### src/source/ad7124_pkg.sv
package ad7124_pkg;

    // Microprocessor register bus
    typedef logic [13:0] up_addr_t;
    typedef logic [31:0] up_data_t;

    // One byte clocked in from a converter
    typedef logic [7:0] sample_byte_t;

    // External BRAM write port
    typedef logic [12:0] bram_addr_t;
    typedef logic [31:0] bram_data_t;

    // Words requested per acquisition run
    typedef logic [7:0] word_count_t;

    // Channel number sits above this bit, register offset below it
    localparam int CHANNEL_ADDR_SHIFT = 7;

    typedef logic [CHANNEL_ADDR_SHIFT-1:0] reg_offset_t;

    localparam reg_offset_t REG_WORD_COUNT   = 'd0;
    localparam reg_offset_t REG_START_STATUS = 'd1;

endpackage

### src/source/sample_stream_if.sv
interface sample_stream_if import ad7124_pkg::*; ();

    logic         valid;
    logic         ready;
    sample_byte_t data;

    // Reader side
    modport source (
        output valid,
        output data,
        input  ready
    );

    // FIFO side
    modport sink (
        input  valid,
        input  data,
        output ready
    );

endinterface

### src/source/ad7124_regmap.sv
module ad7124_regmap import ad7124_pkg::*; #(
    parameter int NUM_OF_BOARD = 2
) (
    input  logic                    aclk,
    input  logic                    rst_n_i,
    input  logic                    up_wreq_i,
    input  up_addr_t                up_waddr_i,
    input  up_data_t                up_wdata_i,
    output logic                    up_wack_o,
    input  logic                    up_rreq_i,
    input  up_addr_t                up_raddr_i,
    output up_data_t                up_rdata_o,
    output logic                    up_rack_o,
    output logic [NUM_OF_BOARD-1:0] start_o,
    output word_count_t             word_count_o [NUM_OF_BOARD],
    input  logic [NUM_OF_BOARD-1:0] busy_i
);

    localparam int SEL_W = $bits(up_addr_t) - CHANNEL_ADDR_SHIFT;

    logic [SEL_W-1:0] wr_channel;
    logic [SEL_W-1:0] rd_channel;
    reg_offset_t      wr_reg;
    reg_offset_t      rd_reg;

    assign wr_channel = up_waddr_i[$bits(up_addr_t)-1:CHANNEL_ADDR_SHIFT];
    assign wr_reg     = up_waddr_i[CHANNEL_ADDR_SHIFT-1:0];
    assign rd_channel = up_raddr_i[$bits(up_addr_t)-1:CHANNEL_ADDR_SHIFT];
    assign rd_reg     = up_raddr_i[CHANNEL_ADDR_SHIFT-1:0];

    always_ff @(posedge aclk) begin
        if (!rst_n_i) begin
            up_wack_o <= 1'b0;
            up_rack_o <= 1'b0;
            start_o   <= '0;
            for (int i = 0; i < NUM_OF_BOARD; i++) begin
                word_count_o[i] <= '0;
            end
        end else begin
            up_wack_o <= up_wreq_i;
            up_rack_o <= up_rreq_i;
            start_o   <= '0;
            for (int i = 0; i < NUM_OF_BOARD; i++) begin
                if (up_wreq_i && wr_channel == SEL_W'(i)) begin
                    if (wr_reg == REG_WORD_COUNT) begin
                        word_count_o[i] <= up_wdata_i[$bits(word_count_t)-1:0];
                    end
                    // A start into a running channel is dropped
                    if (wr_reg == REG_START_STATUS && up_wdata_i[0] &&
                        !busy_i[i] && !start_o[i]) begin
                        start_o[i] <= 1'b1;
                    end
                end
            end
        end
    end

    // Unmapped channels and offsets read as zero
    always_ff @(posedge aclk) begin
        up_rdata_o <= '0;
        for (int i = 0; i < NUM_OF_BOARD; i++) begin
            if (rd_channel == SEL_W'(i)) begin
                if (rd_reg == REG_WORD_COUNT) begin
                    up_rdata_o <= up_data_t'(word_count_o[i]);
                end else if (rd_reg == REG_START_STATUS) begin
                    up_rdata_o <= up_data_t'(busy_i[i]);
                end
            end
        end
    end

endmodule

### src/source/ad7124_spi_reader.sv
module ad7124_spi_reader import ad7124_pkg::*; #(
    parameter int SCLK_DIV = 2
) (
    input  logic            aclk,
    input  logic            rst_n_i,
    input  logic            start_i,
    input  word_count_t     word_count_i,
    output logic            busy_o,
    output logic            sclk_o,
    output logic            csn_o,
    input  logic            miso_i,
    sample_stream_if.source out
);

    localparam int DIV_W = (SCLK_DIV > 1) ? $clog2(SCLK_DIV) : 1;

    typedef enum logic [1:0] {
        ST_IDLE,
        ST_SHIFT,
        ST_OFFER,
        ST_DONE
    } state_t;

    state_t                         state;
    logic [DIV_W-1:0]               div_cnt;
    logic                           div_done;
    logic                           rise;
    logic [2:0]                     bit_cnt;
    logic [$bits(word_count_t)+1:0] bytes_left;
    logic [6:0]                     shift_q;

    assign div_done = div_cnt == DIV_W'(SCLK_DIV - 1);
    // SCLK is low and about to go high, so MISO is sampled now
    assign rise     = state == ST_SHIFT && div_done && !sclk_o;
    assign busy_o   = state != ST_IDLE;

    always_ff @(posedge aclk) begin
        if (!rst_n_i) begin
            state      <= ST_IDLE;
            div_cnt    <= '0;
            bit_cnt    <= '0;
            bytes_left <= '0;
            sclk_o     <= 1'b1;
            csn_o      <= 1'b1;
            out.valid  <= 1'b0;
        end else begin
            if (out.valid && out.ready) begin
                out.valid <= 1'b0;
            end
            case (state)
                ST_IDLE: begin
                    if (start_i && word_count_i != '0) begin
                        csn_o      <= 1'b0;
                        div_cnt    <= '0;
                        bit_cnt    <= '0;
                        bytes_left <= {word_count_i, 2'b00};
                        state      <= ST_SHIFT;
                    end
                end
                ST_SHIFT: begin
                    div_cnt <= div_done ? '0 : div_cnt + 1'b1;
                    if (div_done) begin
                        sclk_o <= !sclk_o;
                    end
                    if (rise) begin
                        bit_cnt <= bit_cnt + 1'b1;
                        if (bit_cnt == 3'd7) begin
                            out.valid  <= 1'b1;
                            bytes_left <= bytes_left - 1'b1;
                            state      <= (bytes_left == 'd1) ? ST_DONE : ST_OFFER;
                        end
                    end
                end
                ST_OFFER: begin
                    // Hold SCLK high until the previous byte has gone
                    if (!div_done) begin
                        div_cnt <= div_cnt + 1'b1;
                    end else if (!out.valid || out.ready) begin
                        div_cnt <= '0;
                        sclk_o  <= 1'b0;
                        state   <= ST_SHIFT;
                    end
                end
                ST_DONE: begin
                    if (out.valid && out.ready) begin
                        csn_o <= 1'b1;
                        state <= ST_IDLE;
                    end
                end
                default: state <= ST_IDLE;
            endcase
        end
    end

    always_ff @(posedge aclk) begin
        if (rise) begin
            shift_q <= {shift_q[5:0], miso_i};
            if (bit_cnt == 3'd7) begin
                out.data <= {shift_q, miso_i};
            end
        end
    end

endmodule

### src/source/sample_fifo.sv
module sample_fifo import ad7124_pkg::*; #(
    parameter  int NUM_OF_BOARD    = 2,
    parameter  int FIFO_DEPTH_LOG2 = 4,
    localparam int CH_W            = (NUM_OF_BOARD > 1) ? $clog2(NUM_OF_BOARD) : 1
) (
    input  logic            aclk,
    input  logic            rst_n_i,
    sample_stream_if.sink   in [NUM_OF_BOARD],
    output logic            empty_o,
    input  logic            rd_i,
    output sample_byte_t    rd_data_o,
    output logic [CH_W-1:0] rd_channel_o
);

    localparam int DEPTH = 2 ** FIFO_DEPTH_LOG2;

    logic [NUM_OF_BOARD-1:0]    in_valid;
    logic [NUM_OF_BOARD-1:0]    grant;
    sample_byte_t               in_data [NUM_OF_BOARD];
    logic [CH_W-1:0]            sel;
    sample_byte_t               data_mem [DEPTH];
    logic [CH_W-1:0]            channel_mem [DEPTH];
    logic [FIFO_DEPTH_LOG2-1:0] wr_ptr;
    logic [FIFO_DEPTH_LOG2-1:0] rd_ptr;
    logic [FIFO_DEPTH_LOG2:0]   count;
    logic                       full;
    logic                       push;
    logic                       pop;

    for (genvar i = 0; i < NUM_OF_BOARD; i++) begin : g_in
        assign in_valid[i] = in[i].valid;
        assign in_data[i]  = in[i].data;
        assign in[i].ready = grant[i] && !full;
    end

    // Lowest numbered requester wins
    always_comb begin
        grant = '0;
        sel   = '0;
        for (int i = NUM_OF_BOARD - 1; i >= 0; i--) begin
            if (in_valid[i]) begin
                grant    = '0;
                grant[i] = 1'b1;
                sel      = CH_W'(i);
            end
        end
    end

    // Top bit of the count is set only when every slot is taken
    assign full    = count[FIFO_DEPTH_LOG2];
    assign empty_o = count == '0;
    assign push    = |grant && !full;
    assign pop     = rd_i && !empty_o;

    always_ff @(posedge aclk) begin
        if (!rst_n_i) begin
            wr_ptr <= '0;
            rd_ptr <= '0;
            count  <= '0;
        end else begin
            if (push) begin
                wr_ptr <= wr_ptr + 1'b1;
            end
            if (pop) begin
                rd_ptr <= rd_ptr + 1'b1;
            end
            case ({push, pop})
                2'b10:   count <= count + 1'b1;
                2'b01:   count <= count - 1'b1;
                default: count <= count;
            endcase
        end
    end

    always_ff @(posedge aclk) begin
        if (push) begin
            data_mem[wr_ptr]    <= in_data[sel];
            channel_mem[wr_ptr] <= sel;
        end
    end

    assign rd_data_o    = data_mem[rd_ptr];
    assign rd_channel_o = channel_mem[rd_ptr];

endmodule

### src/source/bram_packer.sv
module bram_packer import ad7124_pkg::*; #(
    parameter  int NUM_OF_BOARD           = 2,
    parameter  int WORDS_PER_CHANNEL_LOG2 = 5,
    localparam int CH_W = (NUM_OF_BOARD > 1) ? $clog2(NUM_OF_BOARD) : 1
) (
    input  logic                    aclk,
    input  logic                    rst_n_i,
    input  logic                    empty_i,
    output logic                    rd_o,
    input  sample_byte_t            rd_data_i,
    input  logic [CH_W-1:0]         rd_channel_i,
    input  logic [NUM_OF_BOARD-1:0] start_i,
    output logic                    bram_en_o,
    output logic [3:0]              bram_we_o,
    output bram_addr_t              bram_addr_o,
    output bram_data_t              bram_wrdata_o
);

    // Per channel state so that bytes of different channels may interleave
    logic [1:0]                        byte_cnt [NUM_OF_BOARD];
    logic [23:0]                       acc      [NUM_OF_BOARD];
    logic [WORDS_PER_CHANNEL_LOG2-1:0] word_idx [NUM_OF_BOARD];
    logic                              word_done;

    assign rd_o      = !empty_i;
    assign word_done = rd_o && byte_cnt[rd_channel_i] == 2'd3;

    always_ff @(posedge aclk) begin
        if (!rst_n_i) begin
            bram_en_o <= 1'b0;
            bram_we_o <= '0;
            for (int i = 0; i < NUM_OF_BOARD; i++) begin
                byte_cnt[i] <= '0;
                word_idx[i] <= '0;
            end
        end else begin
            bram_en_o <= word_done;
            bram_we_o <= {4{word_done}};
            if (rd_o) begin
                byte_cnt[rd_channel_i] <= byte_cnt[rd_channel_i] + 1'b1;
            end
            if (word_done) begin
                word_idx[rd_channel_i] <= word_idx[rd_channel_i] + 1'b1;
            end
            for (int i = 0; i < NUM_OF_BOARD; i++) begin
                if (start_i[i]) begin
                    word_idx[i] <= '0;
                end
            end
        end
    end

    // First byte of a word ends up in the top bits
    always_ff @(posedge aclk) begin
        if (rd_o) begin
            acc[rd_channel_i] <= {acc[rd_channel_i][15:0], rd_data_i};
        end
        if (word_done) begin
            bram_wrdata_o <= {acc[rd_channel_i], rd_data_i};
            bram_addr_o   <= bram_addr_t'({rd_channel_i, word_idx[rd_channel_i]});
        end
    end

endmodule

### src/source/ad7124_acq_top.sv
module ad7124_acq_top import ad7124_pkg::*; #(
    parameter int NUM_OF_BOARD           = 2,
    parameter int SCLK_DIV               = 2,
    parameter int FIFO_DEPTH_LOG2        = 4,
    parameter int WORDS_PER_CHANNEL_LOG2 = 5
) (
    input  logic                    aclk,
    input  logic                    rst_n_i,
    // Microprocessor register bus
    input  logic                    up_wreq_i,
    input  up_addr_t                up_waddr_i,
    input  up_data_t                up_wdata_i,
    output logic                    up_wack_o,
    input  logic                    up_rreq_i,
    input  up_addr_t                up_raddr_i,
    output up_data_t                up_rdata_o,
    output logic                    up_rack_o,
    // One SPI link per converter
    output logic [NUM_OF_BOARD-1:0] spi_sclk_o,
    output logic [NUM_OF_BOARD-1:0] spi_csn_o,
    input  logic [NUM_OF_BOARD-1:0] spi_miso_i,
    // BRAM write port
    output logic                    bram_en_o,
    output logic [3:0]              bram_we_o,
    output bram_addr_t              bram_addr_o,
    output bram_data_t              bram_wrdata_o
);

    localparam int CH_W = (NUM_OF_BOARD > 1) ? $clog2(NUM_OF_BOARD) : 1;

    logic [NUM_OF_BOARD-1:0] start;
    logic [NUM_OF_BOARD-1:0] busy;
    word_count_t             word_count [NUM_OF_BOARD];
    logic                    fifo_empty;
    logic                    fifo_rd;
    sample_byte_t            fifo_data;
    logic [CH_W-1:0]         fifo_channel;

    sample_stream_if stream [NUM_OF_BOARD] ();

    ad7124_regmap #(
        .NUM_OF_BOARD(NUM_OF_BOARD)
    ) i_ad7124_regmap (
        .aclk        (aclk      ),
        .rst_n_i     (rst_n_i   ),
        .up_wreq_i   (up_wreq_i ),
        .up_waddr_i  (up_waddr_i),
        .up_wdata_i  (up_wdata_i),
        .up_wack_o   (up_wack_o ),
        .up_rreq_i   (up_rreq_i ),
        .up_raddr_i  (up_raddr_i),
        .up_rdata_o  (up_rdata_o),
        .up_rack_o   (up_rack_o ),
        .start_o     (start     ),
        .word_count_o(word_count),
        .busy_i      (busy      )
    );

    for (genvar i = 0; i < NUM_OF_BOARD; i++) begin : g_reader
        ad7124_spi_reader #(
            .SCLK_DIV(SCLK_DIV)
        ) i_ad7124_spi_reader (
            .aclk        (aclk         ),
            .rst_n_i     (rst_n_i      ),
            .start_i     (start[i]     ),
            .word_count_i(word_count[i]),
            .busy_o      (busy[i]      ),
            .sclk_o      (spi_sclk_o[i]),
            .csn_o       (spi_csn_o[i] ),
            .miso_i      (spi_miso_i[i]),
            .out         (stream[i]    )
        );
    end

    sample_fifo #(
        .NUM_OF_BOARD   (NUM_OF_BOARD   ),
        .FIFO_DEPTH_LOG2(FIFO_DEPTH_LOG2)
    ) i_sample_fifo (
        .aclk        (aclk        ),
        .rst_n_i     (rst_n_i     ),
        .in          (stream      ),
        .empty_o     (fifo_empty  ),
        .rd_i        (fifo_rd     ),
        .rd_data_o   (fifo_data   ),
        .rd_channel_o(fifo_channel)
    );

    bram_packer #(
        .NUM_OF_BOARD          (NUM_OF_BOARD          ),
        .WORDS_PER_CHANNEL_LOG2(WORDS_PER_CHANNEL_LOG2)
    ) i_bram_packer (
        .aclk         (aclk         ),
        .rst_n_i      (rst_n_i      ),
        .empty_i      (fifo_empty   ),
        .rd_o         (fifo_rd      ),
        .rd_data_i    (fifo_data    ),
        .rd_channel_i (fifo_channel ),
        .start_i      (start        ),
        .bram_en_o    (bram_en_o    ),
        .bram_we_o    (bram_we_o    ),
        .bram_addr_o  (bram_addr_o  ),
        .bram_wrdata_o(bram_wrdata_o)
    );

endmodule

### config.mk
export PLATFORM = sky130hd
export DESIGN_NAME = ad7124_acq_top
export DESIGN_NICKNAME = d
export VERILOG_FILES = /design/src/source/ad7124_pkg.sv /design/src/source/sample_stream_if.sv /design/src/source/ad7124_regmap.sv /design/src/source/ad7124_spi_reader.sv /design/src/source/sample_fifo.sv /design/src/source/bram_packer.sv /design/src/source/ad7124_acq_top.sv
export SDC_FILE = /design/constraint.sdc
export NUM_CORES = 1
export LEC_CHECK = 0
export BUFFER_PORTS_ARGS = -buffer_cell sky130_fd_sc_hd__buf_4
export CAP_MARGIN = 15
export CORE_ASPECT_RATIO = 1.5
export CORE_MARGIN = 4
export CORE_UTILIZATION = 53
export CTS_CLUSTER_SIZE = 30
export DETAILED_ROUTE_END_ITERATION = 10
export GPL_ROUTABILITY_DRIVEN = 1
export PLACE_DENSITY = 0.83
export SETUP_SLACK_MARGIN = 0.2
export SLEW_MARGIN = 10
export SYNTH_ARGS = -nofsm -noshare
export SYNTH_HDL_FRONTEND = slang
export SYNTH_HIERARCHICAL = 1
export SYNTH_SLANG_ARGS = --single-unit
### constraint.sdc
create_clock -name aclk -period 4.45 [get_ports aclk]
set_clock_uncertainty 0.1 [all_clocks]
set_input_delay 0.2225 -clock aclk [delete_from_list [all_inputs] [get_ports aclk]]
set_output_delay 0.2225 -clock aclk [all_outputs]
set_load 0.01 [all_outputs]
==> results.cfg, run 1 <==
[outcome]
status = finished, final reports clean

[clock_tree]
tritoncts = done
clock_path_buffers = 3
cts_buffers = 31
cts_root_buffer = clkbuf_16
clk_pin_slew_ps = 70
clk_latency_ps = 570
htree_levels = 1
clkSinkCount = 358

[place]
hpwl_um = 18600
port_buffers = 98
placed_cells = 1397
routabilityCongestion = 0.8302
dpl_cell_area_um2 = 16070

[sta]
worst_slew_pin_slew_ps = 1052
rsz0062_at_grt = false
min_period_ps = 3575
timing.fmax_mhz = 279.7
finalSetupViolations = 0
post-route-period-util_pct = 80.33
setup-tns-final_ps = 0
slew_viol_final = 0
hold_violations = 0
maxSlewHeadroom_pct = 29.59

[synth]
synth_warnings = 6
synth_edf_count = 274
netlist_area_um2 = 15220
syn_inst = 994
avgSynthCellArea_um2 = 15.31
ys.flop_type = edfxtp_1
seq_area_frac_synth_pct = 65.10
ys_async_sr_fraction_pct = 0
synth.distinct_cells = 75
ys_seq_elements = 358

[min_path]
hold_class = primary input to flip-flop

[final_layout]
drive_gt1_share_pct = 24.56
diodes = 0
final_core_util_pct = 61.74
fin_cells = 1478
nets = 1201
syn2layout_area_growth_pct = 14.20
fillers = 1990
stdcell_area_um2 = 17380

[die]
io_pins = 154
initial_core_util_pct = 54.07
dieArea_um2 = 31550
row_count = 75
core-area_um2 = 28150
die_h_um = 215.6
die_x_um = 146.4

[detailed_routing]
remaining_drc_errors = 0
drt_iter0_drc = 513
wire_per_inst_um = 19.14
via_per_inst = 5.738
wl_um = 28300
dr_total_vias = 8481
ant_nets = 0
drtPass1Iterations = 5

[global_routing]
overflow = 0
grt_usage_pct = 17.72
grt_max_degree = 97
grt_pass1_wl_um = 45860
grt_pass1_vias = 8753
antenna_found_initial = 0

[worst_setup_path]
cp_max_fo = 15
cp.required_ps = 4600
end_kind = flip-flop
crit_type = flip-flop to flip-flop
critical_path_arrival_ps = 3730
startpoint_type = flip-flop

[pwr]
power.density_nw_per_um2 = 372.1
ir_worst_vdd_uv = 295.8
p_leak_uw = 0.006076

[flow_run]
max_cap_violations = 0
[through the flow]
stage	setup WS [ps]	hold WS, ps	total power [uW]
finish	875.4	23.93	6468
global route	714.2	28.91	6674
floorplan	342.9	198.0	3692
detailed placement	859.3	310.4	3715
global placement	949.6	302.5	3712
CTS	841.3	5.842	6515
[worst paths after layout]
path / startpoint / end / slack, ps / depth (start not counted)
setup / recovery: flip-flop / i_bram_packer/word_idx[1][4] / 880 / 7
hold / removal: up_raddr_i[0] / i_ad7124_regmap/up_rdata_o[5] / 20 / 3
setup reg to reg: flip-flop / i_bram_packer/word_idx[1][4] / 880 / 7
hold reg to reg: g_reader[1].i_ad7124_spi_reader/shift_q[6] / g_reader[1].i_ad7124_spi_reader/out.data[7] / 330 / 0
[synthesized netlist by cell type, types with 11 or more instances]
library cell | count | area, um^2
mux2i_1 | 44 | 440.4
clkbuf_1 | 18 | 67.56
nor2b_1 | 12 | 75.07
buf_6 | 12 | 135.1
ha_1 | 28 | 350.3
mux2_2 | 38 | 427.9
inv_1 | 24 | 90.09
nand3_1 | 13 | 65.06
nand2_1 | 67 | 251.5
dfxtp_1 | 84 | 1682
a21oi_1 | 29 | 145.1
edfxtp_1 | 274 | 8228
and2_1 | 12 | 75.07
mux4_2 | 35 | 788.3
o31ai_1 | 12 | 90.09
buf_4 | 38 | 285.3
nor2_1 | 55 | 206.5
nor3_1 | 17 | 85.08
mux4_1 | 11 | 289.0
[critical path: stages (launching register included)]
cell,delay [ps]
dfxtp_2,600
mux4_1,640
mux4_2,650
mux2_2,300
ha_1,220
nand3b_4,100
or3_4,400
nand3b_1,250
[flip-flops by register name, summed over array words and instances (netlist names), 4 cells and up, named ones only]
signal	count
i_sample_fifo/data_mem	128
i_bram_packer/bram_addr_o	6
i_ad7124_regmap/word_count_o	16
i_sample_fifo/count	5
i_bram_packer/byte_cnt	4
i_bram_packer/bram_wrdata_o	32
i_sample_fifo/wr_ptr	4
g_reader.i_ad7124_spi_reader/bytes_left	20
g_reader.i_ad7124_spi_reader/out.data	16
g_reader.i_ad7124_spi_reader/shift_q	14
i_bram_packer/word_idx	10
i_bram_packer/acc	48
i_sample_fifo/channel_mem	16
i_ad7124_regmap/up_rdata_o	8
g_reader.i_ad7124_spi_reader/state	4
g_reader.i_ad7124_spi_reader/bit_cnt	6
i_sample_fifo/rd_ptr	4
[metal layers]
layer | GRT usage, % | part of all wire (%)
met1 | 20.50 | 38
met2 | 33.41 | 55
met5 | 0 | 0
met4 | 5.995 | 2.8
met3 | 2.602 | 4.2
[layout by cell type, fill, tap and decap left out, drive strengths merged, types with 5 or more instances in the layout]
cell type,n
mux2i,44
edfxtp,274
mux4,46
nor2,56
o21ai,10
xor2,5
xnor2,6
dlygate4sd3,23
conb,31
nor4,11
clkinv,10
mux2,38
o32ai,6
and4,7
a21oi,32
or4,11
buf,108
inv,28
and3,10
or3,5
nand2,67
a31oi,5
clkbuf,41
o311ai,10
dfxtp,84
nor2b,12
nor3,20
and2,12
nand3b,10
a211oi,6
o31ai,12
ha,28
nand3,13
[report_power, final]
group / internal (uW) / switching (uW)
registers: 3550 / 2.63
logic: 44.8 / 54.6
clock network: 1620 / 1190
[area by class of cell]
type,instances,area [um^2],area share [%]
flip-flops and latches,358,9911,57.02
multi-input cells,557,4803,27.63
repair buffers,131,1041,5.989
clock buffers,41,873.3,5.024
well taps,346,432.9,2.491
clock inverters,17,212.7,1.224
inverters,28,107.6,0.6191
[timing repair]
action                                  CTS  global route
buffers inserted                          0             0
hold buffers                             23             0
endpoints found under the setup margin    0             0
hold endpoints to repair                 32             0
gates resized for setup                   0             0
[logic make-up after synthesis]
family,Yosys count,share of synthesized area [%]
buffers and inverters,108,4.266
adder cells (fa/ha/maj),28,2.302
AND/OR/NAND/NOR,259,9.798
other,2,0.04934
flip-flops,358,65.10
AO/OA/AOI/OAI,100,5.064
multiplexers,128,12.78
XOR/XNOR,11,0.6329
Note: power is estimated with default switching activity, not from simulation.
==> run 2, diff against run 1 <==
--- a/config.mk
+++ b/config.mk
@@ -5,15 +5,16 @@
 export SDC_FILE = /design/constraint.sdc
 export NUM_CORES = 1
 export LEC_CHECK = 0
+export ABC_AREA = 1
 export BUFFER_PORTS_ARGS = -buffer_cell sky130_fd_sc_hd__buf_4
 export CAP_MARGIN = 15
 export CORE_ASPECT_RATIO = 1.5
 export CORE_MARGIN = 4
-export CORE_UTILIZATION = 53
+export CORE_UTILIZATION = 59
 export CTS_CLUSTER_SIZE = 30
 export DETAILED_ROUTE_END_ITERATION = 10
 export GPL_ROUTABILITY_DRIVEN = 1
-export PLACE_DENSITY = 0.83
+export PLACE_DENSITY = 0.87
 export SETUP_SLACK_MARGIN = 0.2
 export SLEW_MARGIN = 10
 export SYNTH_ARGS = -nofsm -noshare
==> constraint.sdc (replaced) <==
create_clock -name aclk -period 3.3 [get_ports aclk]
set_clock_uncertainty 0.1 [all_clocks]
set_input_delay 0.165 -clock aclk [delete_from_list [all_inputs] [get_ports aclk]]
set_output_delay 0.165 -clock aclk [all_outputs]
set_load 0.01 [all_outputs]
==> results.cfg, run 2 <==
[outcome]
status = finished, final reports clean

[pwr]
power.density_nw_per_um2 = 768.5
pwr-share-seq_pct = 44.0
ir_worst_vdd_uv = 578.8
combPwrFrac_pct = 28.4
switching_share_pct = 32.51
p_clk_share_pct = 27.7
power_switching_uw = 4539
p_int_uw = 9424
p_leak_uw = 0.007505

[sta]
setup-tns-final_ps = 0
hold_violations = 0
timing.fmax_mhz = 327.7
rsz0062_at_grt = true
finalSetupViolations = 0
layout_setup_ws_ps = 248.0
worst_slew_pin_slew_ps = 938.6
min_period_ps = 3052
slew_viol_final = 0
post-route-period-util_pct = 92.49
maxSlewHeadroom_pct = 37.20

[worst_setup_path]
reg2reg_to = i_ad7124_regmap/up_rdata_o[0]
reg2regPathDepth = 10
r2r_start = g_reader[1].i_ad7124_spi_reader/state[0]
r2r_slack_ps = 250
crit_type = flip-flop to flip-flop
critical_path_arrival_ps = 3460
startpoint_type = flip-flop
end_kind = flip-flop
cp.required_ps = 3710
critPathLaunch = g_reader[1].i_ad7124_spi_reader/state[0]
cp_max_fo = 4

[die]
core-area_um2 = 25940
io_pins = 154
dieArea_um2 = 29180
die_x_um = 140.8
row_count = 72
die_h_um = 207.2
initial_core_util_pct = 60.18

[synth]
ys.flop_type = edfxtp_1
yosysMostFrequentCell = nand2_1
yosys.area.top_type_share_pct = 52.70
netlist_area_um2 = 15610
synth.area.top_cells = edfxtp_1, dfxtp_1, nand2_1
yosysTopAreaCell = edfxtp_1
seq_area_frac_synth_pct = 63.47
ys_async_sr_fraction_pct = 0
synth.distinct_cells = 45
avgSynthCellArea_um2 = 10.50
synth_warnings = 6
synth_common_cells = nand2_1, edfxtp_1, nor2_1
ys_seq_elements = 358
syn_inst = 1487
synth_edf_count = 274

[detailed_routing]
remaining_drc_errors = 0
via_per_inst = 5.509
wire_per_inst_um = 16.89
drtPass1Iterations = 6
drt_iter0_drc = 915
dr_total_vias = 11023
ant_nets = 0
wl_um = 33790

[final_layout]
drive_gt1_share_pct = 13.01
final_common_cell = nand2_1
fillers = 1720
largest_reg_flops = 128
top_register = i_sample_fifo/data_mem
nets = 1737
final_core_util_pct = 70.03
final_cell_mix = nand2_1, edfxtp_1, nor2_1
syn2layout_area_growth_pct = 16.37
reg_top3 = i_sample_fifo/data_mem x128, i_bram_packer/acc x48, i_bram_packer/bram_wrdata_o x32
regArea_um2 = 9913
multiInputGateArea_um2 = 4711
diodes = 0

[clock_tree]
htree_levels = 1
cts_root_buffer = clkbuf_16
clkSinkCount = 358
clock_path_buffers = 3
cts_buffers = 31
clk_pin_slew_ps = 70
tritoncts = done
clk_latency_ps = 560

[min_path]
hold_depth = 7
hold_start = up_waddr_i[4]
min_to = i_ad7124_regmap/word_count_o[3]
hold_class = primary input to flip-flop

[global_routing]
grt_pass1_wl_um = 54310
grt_pass1_vias = 11003
overflow = 0
grt_usage_pct = 22.78
antenna_found_initial = 0
grt_max_degree = 58

[place]
hpwl_um = 21700
port_buffers = 98
routabilityCongestion = 0.8794
pre_cts_ws_ps = 366.3

[flow_run]
max_cap_violations = 0
-- run 2: layout make-up --
cell class / instances / area share (%)
Sequential cell: 358 / 54.56
Multi-Input combinational cell: 929 / 25.93
Timing Repair Buffer: 174 / 7.968
Clock buffer: 35 / 4.586
Inverter: 149 / 3.120
Tap cell: 333 / 2.293
Clock inverter: 23 / 1.543
-- run 2: per-layer routing --
metal  vias to the layer above  part of all wire (%)  GRT usage (%)
met5                         -                     0              0
met4                         0                   4.0          8.760
met3                        93                   5.0          3.065
met2                       389                    56          44.15
met1                      5301                    35          24.62
li1                       5240                     -              -
-- run 2: power by group through the flow --
stage	Combinational [uW]	Clock, uW	Sequential (uW)
floorplan	2860	0	6170
global placement	3670	0	6170
detailed placement	3860	0	6230
CTS	3950	3930	6140
global route	4430	4130	6190
finish	3960	3870	6140
-- run 2: kinds of logic after synthesis --
kind of cell,Yosys count,synth area share [%]
mux,36,2.308
flops,358,63.47
compound gates,176,6.507
fa+ha+maj,28,2.244
simple gates,648,17.73
other cells,2,0.04810
buf+inv,229,7.133
xor+xnor,10,0.5610
-- run 2: how the worst max path moves through the flow --
stage | cells after the start | end
floorplan | 16 | i_bram_packer/bram_addr_o[0]
global placement | 13 | i_bram_packer/bram_wrdata_o[24]
detailed placement | 13 | i_bram_packer/word_idx[0][2]
CTS | 13 | i_bram_packer/word_idx[0][4]
global route | 10 | i_ad7124_regmap/up_rdata_o[0]
finish | 10 | i_ad7124_regmap/up_rdata_o[0]
-- run 2: metrics by stage --
stage	std cells	power [uW]	instance area (um^2)	hold WS, ps
after global placement	1885	9842	16470	246.8
final	2001	13960	18170	26.95
after CTS	1998	14010	18140	5.176
after floorplan	1516	9023	15730	158.5
after global routing	2001	14750	18170	42.27
after detailed placement	1885	10090	16470	254.2
-- run 2: timing repair --
| action | 4_1_cts | 5_1_grt |
|---|---|---|
| buffers inserted | 0 | 3 |
| hold buffers | 55 | 1 |
| endpoints found under the setup margin | 0 | 47 |
| endpoints found under the hold margin | 33 | 1 |
| gates resized for setup | 0 | 4 |
-- run 2: worst max-delay path, cell delays in order (launching register included) --
cell and delay (ps):
dfxtp_1 390, inv_1 100, ha_1 260, inv_2 120
nand4_1 100, dlygate4sd3_1 590, nand2_1 90, dlygate4sd3_1 580
nand2_1 50, dlygate4sd3_1 550, nand2_1 70
==> run 3, diff against run 2 <==
--- a/config.mk
+++ b/config.mk
@@ -14,6 +14,7 @@
 export CTS_CLUSTER_SIZE = 30
 export DETAILED_ROUTE_END_ITERATION = 10
 export GPL_ROUTABILITY_DRIVEN = 1
+export GPL_TIMING_DRIVEN = 0
 export PLACE_DENSITY = 0.87
 export SETUP_SLACK_MARGIN = 0.2
 export SLEW_MARGIN = 10
==> results.cfg, run 3 (synthesis gave the netlist of run 2 again) <==
[pwr]
p_int_uw = 9594
power.density_nw_per_um2 = 772.4
power_uw = 14650
switching_share_pct = 34.49
pwr-share-seq_pct = 41.8
p_leak_uw = 0.007966
power_switching_uw = 5052
p_clk_share_pct = 24.0
ir_worst_vdd_uv = 603.2
combPwrFrac_pct = 34.3

[worst_setup_path]
critical_path_arrival_ps = 3250
end_kind = flip-flop
cp.required_ps = 3480
cp_max_fo = 6
startpoint_type = flip-flop
crit_type = flip-flop to flip-flop

[global_routing]
overflow = 0
grt_pass1_vias = 11920
grt_pass1_wl_um = 61570
grt_usage_pct = 26.26
antenna_found_initial = 0
grt_max_degree = 25

[sta]
rsz0062_at_grt = false
finalSetupViolations = 0
post-route-period-util_pct = 92.91
min_period_ps = 3066
timing.fmax_mhz = 326.2
maxSlewHeadroom_pct = 28.07
hold_violations = 0
worst_slew_pin_slew_ps = 1075
slew_viol_final = 0

[final_layout]
top_register = i_sample_fifo/data_mem
reg_top3 = i_sample_fifo/data_mem x128, i_bram_packer/acc x48, i_bram_packer/bram_wrdata_o x32
nets = 1831
largest_reg_flops = 128
fillers = 1573
final_cell_mix = nand2_1, edfxtp_1, nor2_1
drive_gt1_share_pct = 18.05
diodes = 0
final_core_util_pct = 73.08
final_common_cell = nand2_1
syn2layout_area_growth_pct = 21.45

[clock_tree]
cts_buffers = 31
htree_levels = 1
clk_pin_slew_ps = 70
clock_path_buffers = 3
clk_latency_ps = 580
cts_root_buffer = clkbuf_16
clkSinkCount = 358
tritoncts = done

[flow_run]
max_cap_violations = 0

[detailed_routing]
drt_iter0_drc = 1145
drtPass1Iterations = 6
dr_total_vias = 11976
remaining_drc_errors = 0
wl_um = 40530
via_per_inst = 5.716
wire_per_inst_um = 19.35
ant_nets = 0

[die]
dieArea_um2 = 29180
die_h_um = 207.2
row_count = 72
io_pins = 154
initial_core_util_pct = 60.18
core-area_um2 = 25940
die_x_um = 140.8

[place]
hpwl_um = 24360
routabilityCongestion = 0.9053
port_buffers = 98

[min_path]
hold_class = primary input to flip-flop

[outcome]
status = finished, final reports clean
-- run 3: changes by cell type in the layout (fill, tap and decap cells not counted), moves of 3 or more --
cell,previous run,this run
buf_4,118,164
o21ai_0,59,56
inv_4,0,3
buf_2,0,15
buf_6,1,5
bufinv_16,6,1
nor2_2,5,9
clkbuf_1,0,8
clkinv_2,5,9
buf_8,0,5
clkbuf_2,1,4
buf_12,0,8
dlygate4sd3_1,55,52
-- run 3: what timing repair did --
item | 4_1_cts | 5_1_grt
hold buffers | 55 | 1
setup endpoints to repair | 115 | 71
gates cloned | 6 | 2
pin swaps | 9 | 9
endpoints found under the hold margin | 56 | 1
buffers inserted | 10 | 20
gates resized for setup | 41 | 21
-- run 3: cell type report --
cell class | instances | area [um^2] | area share [%]
flip-flops and latches | 358 | 9913 | 52.28
clock buffers | 40 | 849.6 | 4.481
clock inverters | 18 | 120.1 | 0.6335
repair buffers | 186 | 1667 | 8.790
inverters | 149 | 574.3 | 3.029
multi-input cells | 932 | 4797 | 25.30
plain buffers | 79 | 623.1 | 3.286
well taps | 333 | 416.7 | 2.197
-- run 3: final timing paths --
path	from	slack, ps	cells past startpoint	endpoint
setup / recovery	flip-flop	230	18	i_bram_packer/bram_wrdata_o[16]
hold / removal	up_raddr_i[11]	10	6	i_ad7124_regmap/up_rdata_o[3]
setup reg to reg	flip-flop	230	18	i_bram_packer/bram_wrdata_o[16]
hold reg to reg	g_reader[1].i_ad7124_spi_reader/shift_q[6]	330	0	g_reader[1].i_ad7124_spi_reader/out.data[7]
-- run 3: metrics by stage --
| step | instances | setup TNS [ps] | area [um^2] | hold slack (ps) | worst slack (ps) |
|---|---|---|---|---|---|
| floorplan | 1516 | 0 | 15730 | 158.5 | 317.3 |
| global placement | 1947 | -28290 | 16880 | 247.6 | -664.7 |
| detailed placement | 1947 | -31810 | 16880 | 254.8 | -721.7 |
| CTS | 2076 | 0 | 18720 | 1.995 | 161.7 |
| global route | 2095 | 0 | 18960 | 48.56 | 194.5 |
| finish | 2095 | 0 | 18960 | 11.56 | 233.9 |
-- run 3: routing by layer --
metal	track usage, %	vias up	share of wire (%)
li1	-	5430	-
met1	28.19	5656	33
met2	50.18	718	54
met3	3.411	172	7.6
met4	12.07	0	5.5
met5	0	-	0
-- run 3: power by group through the flow --
stage               registers, uW  logic [uW]  clock network (uW)
floorplan                    6170        2860                   0
global placement             6130        3890                   0
detailed placement           6180        4120                   0
CTS                          6090        4590                3510
global route                 6170        5410                3740
finish                       6120        5020                3510
-- run 3: critical path, stage by stage, from the launching register on --
cell and delay [ps]:
dfxtp_4 360, buf_8 150, buf_12 140, buf_8 120, a21oi_2 150, o21ai_1 120
o211ai_1 130, nand3_1 180, nand2_2 170, buf_8 150, buf_12 110, buf_8 80
nand2_1 50, nand2_2 80, ha_4 170, inv_4 60, nor2_4 180, buf_12 150
buf_12 120
